--- src/rtl/iq_pkg.sv ---
package iq_pkg;

    // ----------------------------------------------------------------------
    // widths and base types
    localparam int XLEN  = 32;
    localparam int ROB_W = 4;

    typedef logic [XLEN-1:0]  word_t;
    typedef logic [ROB_W-1:0] rob_id_t;

    typedef enum logic [2:0] {
        ADD = 3'd0,
        SUB = 3'd1,
        AND = 3'd2,
        OR  = 3'd3,
        XOR = 3'd4,
        SLL = 3'd5,
        SRL = 3'd6,
        SLT = 3'd7
    } alu_op_e;

    // ----------------------------------------------------------------------
    // source 2 is a waiting tag or an immediate, never both
    typedef struct packed {
        logic [XLEN-ROB_W-1:0] pad;
        rob_id_t               tag;
    } src2_tag_t;

    typedef union packed {
        src2_tag_t rs;
        word_t     imm;
    } src2_u;

    typedef struct packed {
        logic    valid;
        rob_id_t tag;
        word_t   value;
    } operand_t;

    typedef struct packed {
        alu_op_e op;
        logic    use_imm;
        rob_id_t dst_id;
    } decode_info_t;

    typedef struct packed {
        decode_info_t di;
        operand_t     src1;
        logic         src2_valid;
        src2_u        src2;
        // only meaningful for a ready register operand
        word_t        src2_value;
    } dispatch_t;

    // one broadcast record, CDB or local result
    typedef struct packed {
        logic    valid;
        rob_id_t rob_id;
        word_t   data;
    } cdb_t;

endpackage

--- src/rtl/alu_iq_top.sv ---
module alu_iq_top
    import iq_pkg::*;
#(
    parameter int IQ_SIZE   = 4,
    parameter int AGE_W     = 3,
    parameter int CDB_COUNT = 2
) (
    input  logic                 clk,
    input  logic                 reset_i,
    input  logic                 flush_i,
    input  logic                 disp_valid_i,
    input  dispatch_t            disp_i,
    output logic                 disp_ready_o,
    input  cdb_t [CDB_COUNT-1:0] cdb_i,
    output cdb_t                 res_o,
    output logic                 res_valid_o,
    input  logic                 res_ready_i
);

    logic                       disp_fire;
    logic [IQ_SIZE-1:0]         alloc;
    logic [IQ_SIZE-1:0]         issue_sel;
    logic [IQ_SIZE-1:0]         ent_busy;
    logic [IQ_SIZE-1:0]         ent_ready;
    logic                       issue;
    logic                       can_accept;
    cdb_t                       local_res;

    decode_info_t [IQ_SIZE-1:0] ent_di;
    word_t [IQ_SIZE-1:0]        ent_src1;
    word_t [IQ_SIZE-1:0]        ent_src2;

    decode_info_t               iss_di;
    word_t                      iss_a;
    word_t                      iss_b;
    word_t                      alu_res;

    assign disp_fire = disp_valid_i & disp_ready_o;

    iq_ctrl #(
        .IQ_SIZE (IQ_SIZE),
        .AGE_W   (AGE_W)
    ) u_ctrl (
        .clk            (clk),
        .reset_i        (reset_i),
        .flush_i        (flush_i),
        .disp_fire_i    (disp_fire),
        .entry_busy_i   (ent_busy),
        .entry_ready_i  (ent_ready),
        .can_accept_i   (can_accept),
        .alloc_o        (alloc),
        .issue_sel_o    (issue_sel),
        .issue_o        (issue),
        .disp_ready_o   (disp_ready_o)
    );

    for (genvar i = 0; i < IQ_SIZE; i++) begin : g_entry
        iq_entry #(
            .CDB_COUNT (CDB_COUNT)
        ) u_entry (
            .clk      (clk),
            .reset_i  (reset_i),
            .flush_i  (flush_i),
            .alloc_i  (alloc[i]),
            .issue_i  (issue_sel[i]),
            .disp_i   (disp_i),
            .cdb_i    (cdb_i),
            .local_i  (local_res),
            .busy_o   (ent_busy[i]),
            .ready_o  (ent_ready[i]),
            .di_o     (ent_di[i]),
            .src1_o   (ent_src1[i]),
            .src2_o   (ent_src2[i])
        );
    end

    // ----------------------------------------------------------------------
    // one-hot issue mux
    always_comb begin
        iss_di = '0;
        iss_a  = '0;
        iss_b  = '0;
        for (int i = 0; i < IQ_SIZE; i++) begin
            if (issue_sel[i]) begin
                iss_di = decode_info_t'(iss_di | ent_di[i]);
                iss_a  = iss_a | ent_src1[i];
                iss_b  = iss_b | ent_src2[i];
            end
        end
    end

    iq_alu u_alu (
        .op_i   (iss_di.op),
        .a_i    (iss_a),
        .b_i    (iss_b),
        .res_o  (alu_res)
    );

    iq_result_stage u_res (
        .clk           (clk),
        .reset_i       (reset_i),
        .flush_i       (flush_i),
        .issue_i       (issue),
        .dst_id_i      (iss_di.dst_id),
        .value_i       (alu_res),
        .res_ready_i   (res_ready_i),
        .res_o         (res_o),
        .res_valid_o   (res_valid_o),
        .can_accept_o  (can_accept),
        .local_o       (local_res)
    );

endmodule

--- src/rtl/iq_alu.sv ---
module iq_alu
    import iq_pkg::*;
(
    input  alu_op_e op_i,
    input  word_t   a_i,
    input  word_t   b_i,
    output word_t   res_o
);

    logic [4:0] shamt;
    logic       lt;

    // only the low five bits count for shifts
    assign shamt = b_i[4:0];
    assign lt    = $signed(a_i) < $signed(b_i);

    always_comb begin
        case (op_i)
            ADD: begin
                res_o = a_i + b_i;
            end
            SUB: begin
                res_o = a_i - b_i;
            end
            AND: begin
                res_o = a_i & b_i;
            end
            OR: begin
                res_o = a_i | b_i;
            end
            XOR: begin
                res_o = a_i ^ b_i;
            end
            SLL: begin
                res_o = a_i << shamt;
            end
            SRL: begin
                // logical, zero fill
                res_o = a_i >> shamt;
            end
            SLT: begin
                res_o = word_t'(lt);
            end
            default: begin
                res_o = '0;
            end
        endcase
    end

endmodule

--- src/rtl/iq_ctrl.sv ---
module iq_ctrl
    import iq_pkg::*;
#(
    parameter int IQ_SIZE = 4,
    parameter int AGE_W   = 3
) (
    input  logic               clk,
    input  logic               reset_i,
    input  logic               flush_i,
    input  logic               disp_fire_i,
    input  logic [IQ_SIZE-1:0] entry_busy_i,
    input  logic [IQ_SIZE-1:0] entry_ready_i,
    input  logic               can_accept_i,
    output logic [IQ_SIZE-1:0] alloc_o,
    output logic [IQ_SIZE-1:0] issue_sel_o,
    output logic               issue_o,
    output logic               disp_ready_o
);

    localparam int CNT_W = $clog2(IQ_SIZE + 1);

    logic [IQ_SIZE-1:0][AGE_W-1:0] age_q;
    logic [CNT_W-1:0]              free_cnt_q;
    logic [CNT_W-1:0]              free_cnt_d;

    logic                          pick_found;
    int                            pick_idx;
    logic [AGE_W-1:0]              pick_age;

    // ----------------------------------------------------------------------
    // allocation: lowest free slot
    always_comb begin
        alloc_o = '0;
        for (int i = 0; i < IQ_SIZE; i++) begin
            if (!entry_busy_i[i] && alloc_o == '0) begin
                alloc_o[i] = disp_fire_i;
            end
        end
    end

    // ----------------------------------------------------------------------
    // select: oldest ready entry
    always_comb begin
        pick_found = 1'b0;
        pick_idx   = 0;
        pick_age   = '0;
        // strict compare keeps the lowest index on a tie
        for (int i = 0; i < IQ_SIZE; i++) begin
            if (entry_ready_i[i] && (!pick_found || age_q[i] > pick_age)) begin
                pick_found = 1'b1;
                pick_idx   = i;
                pick_age   = age_q[i];
            end
        end
    end

    assign issue_o = pick_found & can_accept_i;

    always_comb begin
        issue_sel_o = '0;
        for (int i = 0; i < IQ_SIZE; i++) begin
            issue_sel_o[i] = issue_o && (pick_idx == i);
        end
    end

    // saturating age per slot
    always_ff @(posedge clk) begin
        if (reset_i || flush_i) begin
            age_q <= '0;
        end else begin
            for (int i = 0; i < IQ_SIZE; i++) begin
                if (alloc_o[i]) begin
                    age_q[i] <= '0;
                end else if (entry_busy_i[i] && age_q[i] != '1) begin
                    age_q[i] <= age_q[i] + 1'b1;
                end
            end
        end
    end

    // ----------------------------------------------------------------------
    // free count and dispatch ready
    assign free_cnt_d = free_cnt_q - CNT_W'(disp_fire_i) + CNT_W'(issue_o);

    always_ff @(posedge clk) begin
        if (reset_i || flush_i) begin
            free_cnt_q   <= CNT_W'(IQ_SIZE);
            disp_ready_o <= 1'b1;
        end else begin
            free_cnt_q   <= free_cnt_d;
            disp_ready_o <= (free_cnt_d != '0);
        end
    end

endmodule

--- src/rtl/iq_entry.sv ---
module iq_entry
    import iq_pkg::*;
#(
    parameter int CDB_COUNT = 2
) (
    input  logic                 clk,
    input  logic                 reset_i,
    input  logic                 flush_i,
    input  logic                 alloc_i,
    input  logic                 issue_i,
    input  dispatch_t            disp_i,
    input  cdb_t [CDB_COUNT-1:0] cdb_i,
    input  cdb_t                 local_i,
    output logic                 busy_o,
    output logic                 ready_o,
    output decode_info_t         di_o,
    output word_t                src1_o,
    output word_t                src2_o
);

    logic               busy_q;
    logic               src1_rdy_q;
    logic               src2_rdy_q;
    decode_info_t       di_q;
    rob_id_t            src1_tag_q;
    word_t              src1_val_q;
    src2_u              src2_q;
    word_t              src2_val_q;

    cdb_t [CDB_COUNT:0] wk;
    rob_id_t            tag1;
    rob_id_t            tag2;
    logic               want1;
    logic               want2;
    logic               hit1;
    logic               hit2;
    word_t              val1;
    word_t              val2;
    logic               cap1;
    logic               cap2;

    // local result rides along as the top wakeup source
    assign wk = {local_i, cdb_i};

    // snoop the incoming tags too, so a broadcast during dispatch is kept
    assign tag1  = alloc_i ? disp_i.src1.tag : src1_tag_q;
    assign tag2  = alloc_i ? disp_i.src2.rs.tag : src2_q.rs.tag;
    assign want1 = alloc_i ? !disp_i.src1.valid : !src1_rdy_q;
    assign want2 = alloc_i ? !(disp_i.di.use_imm || disp_i.src2_valid) : !src2_rdy_q;

    always_comb begin
        hit1 = 1'b0;
        hit2 = 1'b0;
        val1 = '0;
        val2 = '0;
        for (int i = 0; i <= CDB_COUNT; i++) begin
            if (wk[i].valid && wk[i].rob_id == tag1) begin
                hit1 = 1'b1;
                val1 = wk[i].data;
            end
            if (wk[i].valid && wk[i].rob_id == tag2) begin
                hit2 = 1'b1;
                val2 = wk[i].data;
            end
        end
    end

    assign cap1 = want1 & hit1;
    assign cap2 = want2 & hit2;

    // ----------------------------------------------------------------------
    // control state
    always_ff @(posedge clk) begin
        if (reset_i || flush_i) begin
            busy_q     <= 1'b0;
            src1_rdy_q <= 1'b0;
            src2_rdy_q <= 1'b0;
        end else if (alloc_i) begin
            busy_q     <= 1'b1;
            src1_rdy_q <= !want1 || cap1;
            src2_rdy_q <= !want2 || cap2;
        end else begin
            if (issue_i) begin
                busy_q <= 1'b0;
            end
            if (cap1) begin
                src1_rdy_q <= 1'b1;
            end
            if (cap2) begin
                src2_rdy_q <= 1'b1;
            end
        end
    end

    // payload
    always_ff @(posedge clk) begin
        if (alloc_i) begin
            di_q       <= disp_i.di;
            src1_tag_q <= disp_i.src1.tag;
            src1_val_q <= cap1 ? val1 : disp_i.src1.value;
            src2_q     <= disp_i.src2;
            src2_val_q <= cap2 ? val2 : disp_i.src2_value;
        end else begin
            if (cap1) begin
                src1_val_q <= val1;
            end
            if (cap2) begin
                src2_val_q <= val2;
            end
        end
    end

    assign busy_o  = busy_q;
    assign ready_o = busy_q & src1_rdy_q & src2_rdy_q;
    assign di_o    = di_q;
    assign src1_o  = src1_val_q;
    assign src2_o  = di_q.use_imm ? src2_q.imm : src2_val_q;

endmodule

--- src/rtl/iq_result_stage.sv ---
module iq_result_stage
    import iq_pkg::*;
(
    input  logic    clk,
    input  logic    reset_i,
    input  logic    flush_i,
    input  logic    issue_i,
    input  rob_id_t dst_id_i,
    input  word_t   value_i,
    input  logic    res_ready_i,
    output cdb_t    res_o,
    output logic    res_valid_o,
    output logic    can_accept_o,
    output cdb_t    local_o
);

    logic    valid_q;
    rob_id_t dst_q;
    word_t   data_q;
    logic    xfer;

    assign xfer = valid_q & res_ready_i;

    // empty, or draining this cycle
    assign can_accept_o = !valid_q || res_ready_i;

    // ----------------------------------------------------------------------
    // valid flag
    always_ff @(posedge clk) begin
        if (reset_i || flush_i) begin
            valid_q <= 1'b0;
        end else if (issue_i) begin
            valid_q <= 1'b1;
        end else if (xfer) begin
            valid_q <= 1'b0;
        end
    end

    // record, held while the consumer stalls
    always_ff @(posedge clk) begin
        if (issue_i) begin
            dst_q  <= dst_id_i;
            data_q <= value_i;
        end
    end

    // ----------------------------------------------------------------------
    // outputs
    always_comb begin
        res_o.valid  = valid_q;
        res_o.rob_id = dst_q;
        res_o.data   = data_q;
    end

    assign res_valid_o = valid_q;

    // wakeup only on an actual transfer
    always_comb begin
        local_o = '0;
        if (xfer) begin
            local_o = res_o;
        end
    end

endmodule

--- config.mk ---
export PLATFORM = sky130hd
export DESIGN_NAME = alu_iq_top
export DESIGN_NICKNAME = d
export VERILOG_FILES = /design/src/rtl/iq_pkg.sv /design/src/rtl/alu_iq_top.sv /design/src/rtl/iq_alu.sv /design/src/rtl/iq_ctrl.sv /design/src/rtl/iq_entry.sv /design/src/rtl/iq_result_stage.sv
export SDC_FILE = /design/constraint.sdc
export NUM_CORES = 2
export LEC_CHECK = 0
export ABC_AREA = 0
export BUFFER_PORTS_ARGS = -buffer_cell sky130_fd_sc_hd__buf_2
export CORE_MARGIN = 5
export CORE_UTILIZATION = 45
export DETAILED_ROUTE_END_ITERATION = 10
export GPL_TIMING_DRIVEN = 0
export PLACE_DENSITY_LB_ADDON = 0.15
export SKIP_LAST_GASP = 1
export SLEW_MARGIN = 15
export SYNTH_ARGS = -nofsm -noshare
export SYNTH_HDL_FRONTEND = slang
export SYNTH_HIERARCHICAL = 1
export SYNTH_SLANG_ARGS = --single-unit
--- constraint.sdc ---
create_clock -name clk -period 10.73 [get_ports clk]
set_input_delay 0 -clock clk [delete_from_list [all_inputs] [get_ports clk]]
set_output_delay 0 -clock clk [all_outputs]
set_load 0.01 [all_outputs]
### Word-level counts from Yosys, hierarchy flattened

Index checks and enable logic that the tools add are counted.
Widths: inputs -> output; s select.

| word-level totals | value |
|---|---|
| register bits after elaboration | 497 |
| ROM bits | 0 |
| bits of input ports | 189 |
| memories | 0 |
| memory bits (writable) | 0 |
| bits in latches | 0 |

| cells by class | value |
|---|---|
| reduce and logical (&&, ||, !) cells | 99 |
| bitwise gates (word level) | 32 |
| $add $sub $neg | 8 |
| div/mod/pow operators | 0 |
| muxes and demuxes | 146 |
| order comparisons | 4 |
| eq/ne operators | 38 |
| multiply operators | 0 |
| shift operators | 2 |

Operator list:

| operator | count |
|---|---|
| $mux 32 | 60 |
| $pmux 32 s8 | 1 |
| $or 32x32->32 | 7 |
| $eq 4x4->1 | 24 |
| $mux 1 | 67 |
| $logic_and 1x1->1 | 38 |
| $mux 37 | 1 |
| $add 32x32->32 | 1 |
| $and 32x32->32 | 1 |
| $logic_not 32->1 | 1 |
| $lt 32x32->1 | 1 |
| $mux 4 | 8 |
| $mux 8 | 4 |
| $shl 32x5->32 | 1 |
| $shr 32x5->32 | 1 |
| $sub 32x32->32 | 1 |
| $xor 32x32->32 | 1 |
| $reduce_bool 2->1 | 13 |
| $logic_not 1->1 | 25 |
| $or 8x8->8 | 3 |
| $and 1x1->1 | 19 |
| $logic_or 1x1->1 | 14 |
| $add 3x1->3 const B | 4 |
| $eq 3x3->1 const B | 4 |
| other kinds (15) | 29 |

### Longest topological paths before layout

| logic depth | value |
|---|---|
| depth in word-level cells | 26 |
| mapped depth | 37 |
| gate-level depth less buffers | 31 |

### By module

The synthesis kept the hierarchy.

By module, submodules not included:

| module | cells an instance | sequential area each (um2) | area each (um2) | times used |
|---|---|---|---|---|
| iq_entry | 561 | 3263.1 | 6239.7 | 4 |
| iq_alu | 1200 | 0.0 | 8155.3 | 1 |
| alu_iq_top | 246 | 0.0 | 1722.9 | 1 |
| iq_result_stage | 86 | 1101.1 | 1448.9 | 1 |
| iq_ctrl | 142 | 320.3 | 1229.9 | 1 |

### Worst setup path before layout

No wires, ideal clock.

| timing | value |
|---|---|
| path type | reg2reg |
| start point | reg u_ctrl.disp_ready_o |
| end point | reg g_entry[3].u_entry.src2_val_q[0] (enable) |
| data required time | 10302 ps |
| stages on the path, launching flop included | 12 |
| arrival | 7268 ps |
| slack | 3034 ps |
| cell sequence | dfxtp_1 -> and2_1 -> nand3_1 -> nor3b_1 -> buf_4 -> mux2i_1 -> xor2_1 -> nand3_1 -> or2_2 -> clkbuf_1 -> and3_1 -> o21bai_1 |

| between the ends | value |
|---|---|
| longest elaborated chain between the ends | 19 |

Ends and longest elaborated chain:

| item | RTL line | text |
|---|---|---|
| start, declared | iq_ctrl.sv:17 | `output logic disp_ready_o` |
| start signal, assigned | iq_ctrl.sv:91 | `disp_ready_o <= (free_cnt_d != '0);` |
| $and 1x1->1 * | alu_iq_top.sv:38 | `assign disp_fire = disp_valid_i & disp_ready_o;` |
| named net disp_fire | alu_iq_top.sv:20 | `logic disp_fire;` |
| $mux 1 | iq_ctrl.sv:35 | `if (!entry_busy_i[i] && alloc_o == '0) begin` |
| $not 1->1 | iq_ctrl.sv:35 |  |
| $logic_and 1x1->1 | iq_ctrl.sv:35 |  |
| $mux 1 | iq_ctrl.sv:35 |  |
| $logic_not 2->1 | iq_ctrl.sv:35 |  |
| $logic_and 1x1->1 | iq_ctrl.sv:35 |  |
| (+3 left out) | n/a |  |
| $mux 1 * | iq_ctrl.sv:35 |  |
| named net alloc[3] | alu_iq_top.sv:21 | `logic [IQ_SIZE-1:0] alloc;` |
| $mux 4 | iq_entry.sv:47 | `assign tag2 = alloc_i ? disp_i.src2.rs.tag : src2_q.rs.tag;` |
| $eq 4x4->1 | iq_entry.sv:61 | `if (wk[i].valid && wk[i].rob_id == tag2) begin` |
| $logic_and 1x1->1 | iq_entry.sv:61 |  |
| $mux 1 (3 in series) | iq_entry.sv:61 |  |
| $and 1x1->1 | iq_entry.sv:69 | `assign cap2 = want2 & hit2;` |
| $reduce_bool 2->1 (no line) * | n/a |  |
| end signal, assigned | iq_entry.sv:102 | `src2_val_q <= cap2 ? val2 : disp_i.src2_value;` |
| end signal, assigned | iq_entry.sv:108 | `src2_val_q <= val2;` |
| end, declared | iq_entry.sv:28 | `word_t src2_val_q;` |

The timed path passes the listed nets; every way through them passes the cells marked *.
A chain may end at the register's enable or synchronous reset.

### Worst setup path after layout

| timing | value |
|---|---|
| start point | reg g_entry[0].u_entry.busy_q |
| end point | reg u_res.data_q[24], data pin |

RTL lines:

| item | RTL line | text |
|---|---|---|
| start, declared | iq_entry.sv:21 | `logic busy_q;` |
| start signal, assigned | iq_entry.sv:75 | `busy_q <= 1'b0;` |
| start signal, assigned | iq_entry.sv:79 | `busy_q <= 1'b1;` |
| start signal, assigned | iq_entry.sv:84 | `busy_q <= 1'b0;` |
| $and 1x1->1 * (2 in series) | iq_entry.sv:114 | `assign ready_o = busy_q & src1_rdy_q & src2_rdy_q;` |
| named net ent_ready[0] | alu_iq_top.sv:24 | `logic [IQ_SIZE-1:0] ent_ready;` |
| $mux 3 / $mux 1 (equally long branches) | iq_ctrl.sv:49 | `if (entry_ready_i[i] && (!pick_found \|\| age_q[i] > pick_age)) begin` |
| $gt 3x3->1 / $logic_not 1->1 (equally long branches) | iq_ctrl.sv:49 |  |
| $logic_or 1x1->1 | iq_ctrl.sv:49 |  |
| $logic_and 1x1->1 | iq_ctrl.sv:49 |  |
| $mux 3 / $mux 1 (equally long branches) | iq_ctrl.sv:49 |  |
| $gt 3x3->1 / $logic_not 1->1 (equally long branches) | iq_ctrl.sv:49 |  |
| (+9 left out) | n/a |  |
| named net issue_sel[1] | alu_iq_top.sv:22 | `logic [IQ_SIZE-1:0] issue_sel;` |
| (+1 left out) | n/a |  |
| $or 32x32->32 | alu_iq_top.sv:87 | `iss_b = iss_b \| ent_src2[i];` |
| $mux 32 * | alu_iq_top.sv:84 | `if (issue_sel[i]) begin` |
| $or 32x32->32 | alu_iq_top.sv:87 |  |
| $mux 32 * | alu_iq_top.sv:84 |  |
| named net iss_b[2] | alu_iq_top.sv:35 | `word_t iss_b;` |
| $sub 32x32->32 (tied with other cells) | iq_alu.sv:23 | `res_o = a_i - b_i;` |
| $pmux 32 s8 * | iq_alu.sv:18 | `case (op_i)` |
| named net alu_res[24] | alu_iq_top.sv:36 | `word_t alu_res;` |
| end signal, assigned | iq_result_stage.sv:43 | `data_q <= value_i;` |
| end, declared | iq_result_stage.sv:19 | `word_t data_q;` |

Marked as above.

==> flow_summary.ini <==
[status]
status = completed

[worst_setup_path]
cp_data_required_time_ps = 11100
critPathCaptureType = register
start_kind = register
worstPathArrival_ps = 10800
critPathMostFrequentCell = ha_1
max_stage_delay_ps = 740
crit_type = register to register
critical-path-slowest-cell = a221oi_2
crit_fanout = 11

[global_route]
overflow = 0
grt_pass1_wl_um = 266000
grt_max_degree = 34
grt.total_usage_pct = 40.5
antenna_found_initial = 8
grt_pass1_vias = 36054

[synthesis]
mappedNetlistArea_mm2 = 0.0375
yosysWarnings = 6
synthCells = 3918
ys_seq_area_share_pct = 38.6
synthesis.nets = 4226
synth-edff-count = 452
yosysUniqueCellTypes = 100
async_flop_share_pct = 0
ys.flop_type = edfxtp_1
yosys_register_bits = 497
syn_area_per_cell_um2 = 9.58

[layout]
final_common_cell = nand2_1
finalCoreUtilization_pct = 53.1
nFillCells = 7585
final_area_mm2 = 0.0437
syn2layout_area_growth_pct = 16.6
layout_common_cells = nand2_1 (466), edfxtp_1 (452), nor2_1 (274)
layout.nets = 4665
drive_gt1_share_pct = 15.9

[run]
cap_violations = 0

[route]
ant_nets = 0
viasPerCell = 7.02
drt_pass1_iterations = 10
wl_um = 190000
wire_per_inst_um = 34.6
first_iter_violations = 7247
vias = 38434
drc = 0

[place]
dp_hpwl_um = 141000
gp_congestion = 1.08
dpl-instance-area_mm2 = 0.0406
io_buffers = 227

[sta]
setup_viol = 0
hold_viol_final = 0
period_share_pct = 97.2
finalMaxSlewViolations = 0
fin_hold_ws_ps = 18.4
rsz0062_at_grt = false
worst_pin_slew_ps = 1240
clock_skew_ps = 51.1
clock.fmax_mhz = 95.8
fin_crit_ps = 10430
maxSlewHeadroom_pct = 17.1

[clock_tree]
worst_skew_pair.late_latency_ps = 670
cts_resized = 0
holdBufCountCts = 127
cts_setup_buffers = 0
cts.sinks = 497
cts_made_buffers = 57
cts_tree = yes
htree_levels = 2
cts_buffer_depth = 3
cts-root-buf = clkbuf_16
path_clk_slew_ps = 70

[power_and_ir_drop]
p_leak_nw = 16.4
p_per_area_mw_per_mm2 = 110
finalPower_mw = 4.82
ir_drop_uv = 132

[die]
num_rows = 105
die_height_um = 299
dieArea_mm2 = 0.0892
die_x_um = 299
io_pins = 228
initial_core_util_pct = 45.5
core_area_mm2 = 0.0824

[min_path]
min_path_type = input port to register
## through the flow
stage               setup slack [ps]  instances  setup TNS (ps)
detailed placement               433       5241               0
finish                           296       5478               0
global placement               -4180       5215         -468410
CTS                              313       5472               0
global route                    44.6       5472               0
floorplan                       3030       3918               0
## synth_stat cells (48+ instances only)
cell | number | area share (%)
inv_1 | 131 | 1.3
xnor2_1 | 48 | 1.1
and3_1 | 48 | 0.80
a221oi_1 | 145 | 3.4
edfxtp_1 | 452 | 36
clkbuf_1 | 218 | 2.2
a22oi_1 | 145 | 2.9
xor2_1 | 64 | 1.5
nand3_1 | 153 | 2.0
mux2_1 | 128 | 3.8
nor2_1 | 278 | 2.8
mux2_2 | 138 | 4.1
ha_1 | 116 | 3.9
a31oi_1 | 144 | 2.4
nor3_1 | 171 | 2.3
o32ai_1 | 128 | 3.0
o21ai_0 | 103 | 1.4
a21oi_1 | 132 | 1.8
nand2_1 | 466 | 4.7
mux2i_1 | 99 | 2.6
## kinds of logic after synthesis
kind of cell | share of synthesized area, %
and+or+nand+nor | 15.3
AOI/OAI and AO/OA | 20.3
DFF | 38.6
buffers and inverters | 5.97
muxes | 13.2
adders and majority gates | 4.03
xor gates and xnor gates | 2.61
## layer usage
| layer | GRT usage [%] | wire [um] | vias up |
|---|---|---|---|
| met1 | 54.5 | 72500 | 18567 |
| met2 | 57.9 | 76300 | 3223 |
| li1 | - | - | 15924 |
| met3 | 12.8 | 26800 | 714 |
| met5 | 0.216 | 29 | - |
| met4 | 22.8 | 14100 | 6 |
## sequential cells by signal, indices dropped and copies added, names as in the netlist
signal	flops
g_entry.u_entry/src2_val_q	128
u_ctrl/disp_ready_o	1
g_entry.u_entry/busy_o	4
g_entry.u_entry/src1_rdy_q	4
g_entry.u_entry/src2_q	128
u_res/res_valid_o	1
g_entry.u_entry/src1_o	128
g_entry.u_entry/src1_tag_q	16
g_entry.u_entry/di_o	32
u_res/data_q	32
g_entry.u_entry/src2_rdy_q	4
u_ctrl/free_cnt_q	3
u_ctrl/age_q	12
u_res/dst_q	4
## critical path: cells and delay by family, from the launching register on
family / cells / cell delay [ps]
AO/OA/AOI/OAI: 16 / 4110
AND/OR/NAND/NOR: 9 / 2000
buffers and inverters: 8 / 2300
flip-flops: 1 / 480
adder cells (fa/ha/maj): 4 / 1190
## path summary, 6_finish.rpt
check | start | to | slack [ps] | cells after the start
setup / recovery | g_entry[0].u_entry/busy_o | u_res/data_q[24] | 300 | 37
hold / removal | cdb_i[41] | g_entry[2].u_entry/src2_val_q[4] | 20 | 3
setup reg to reg | g_entry[0].u_entry/busy_o | u_res/data_q[24] | 300 | 37
hold reg to reg | u_ctrl/age_q[1] | u_ctrl/age_q[1] | 490 | 2
## where the power goes
part           internal (mW)  switching, mW
registers               2.21         0.0246
logic                  0.210          0.399
clock network           1.12          0.861
total                   3.54           1.28
## layout make-up
cell class | count | area, um2 | share of cell area (%)
clock buffers | 75 | 1550 | 3.54
plain buffers | 352 | 1750 | 3.99
inverters | 132 | 495 | 1.13
repair buffers | 380 | 2870 | 6.56
diodes | 6 | 15.0 | 0.0343
multi-input cells | 2937 | 20900 | 47.9
flip-flops and latches | 497 | 14500 | 33.1
clock inverters | 29 | 317 | 0.724
well taps | 1070 | 1340 | 3.06
(Power assumes the default switching activity.)
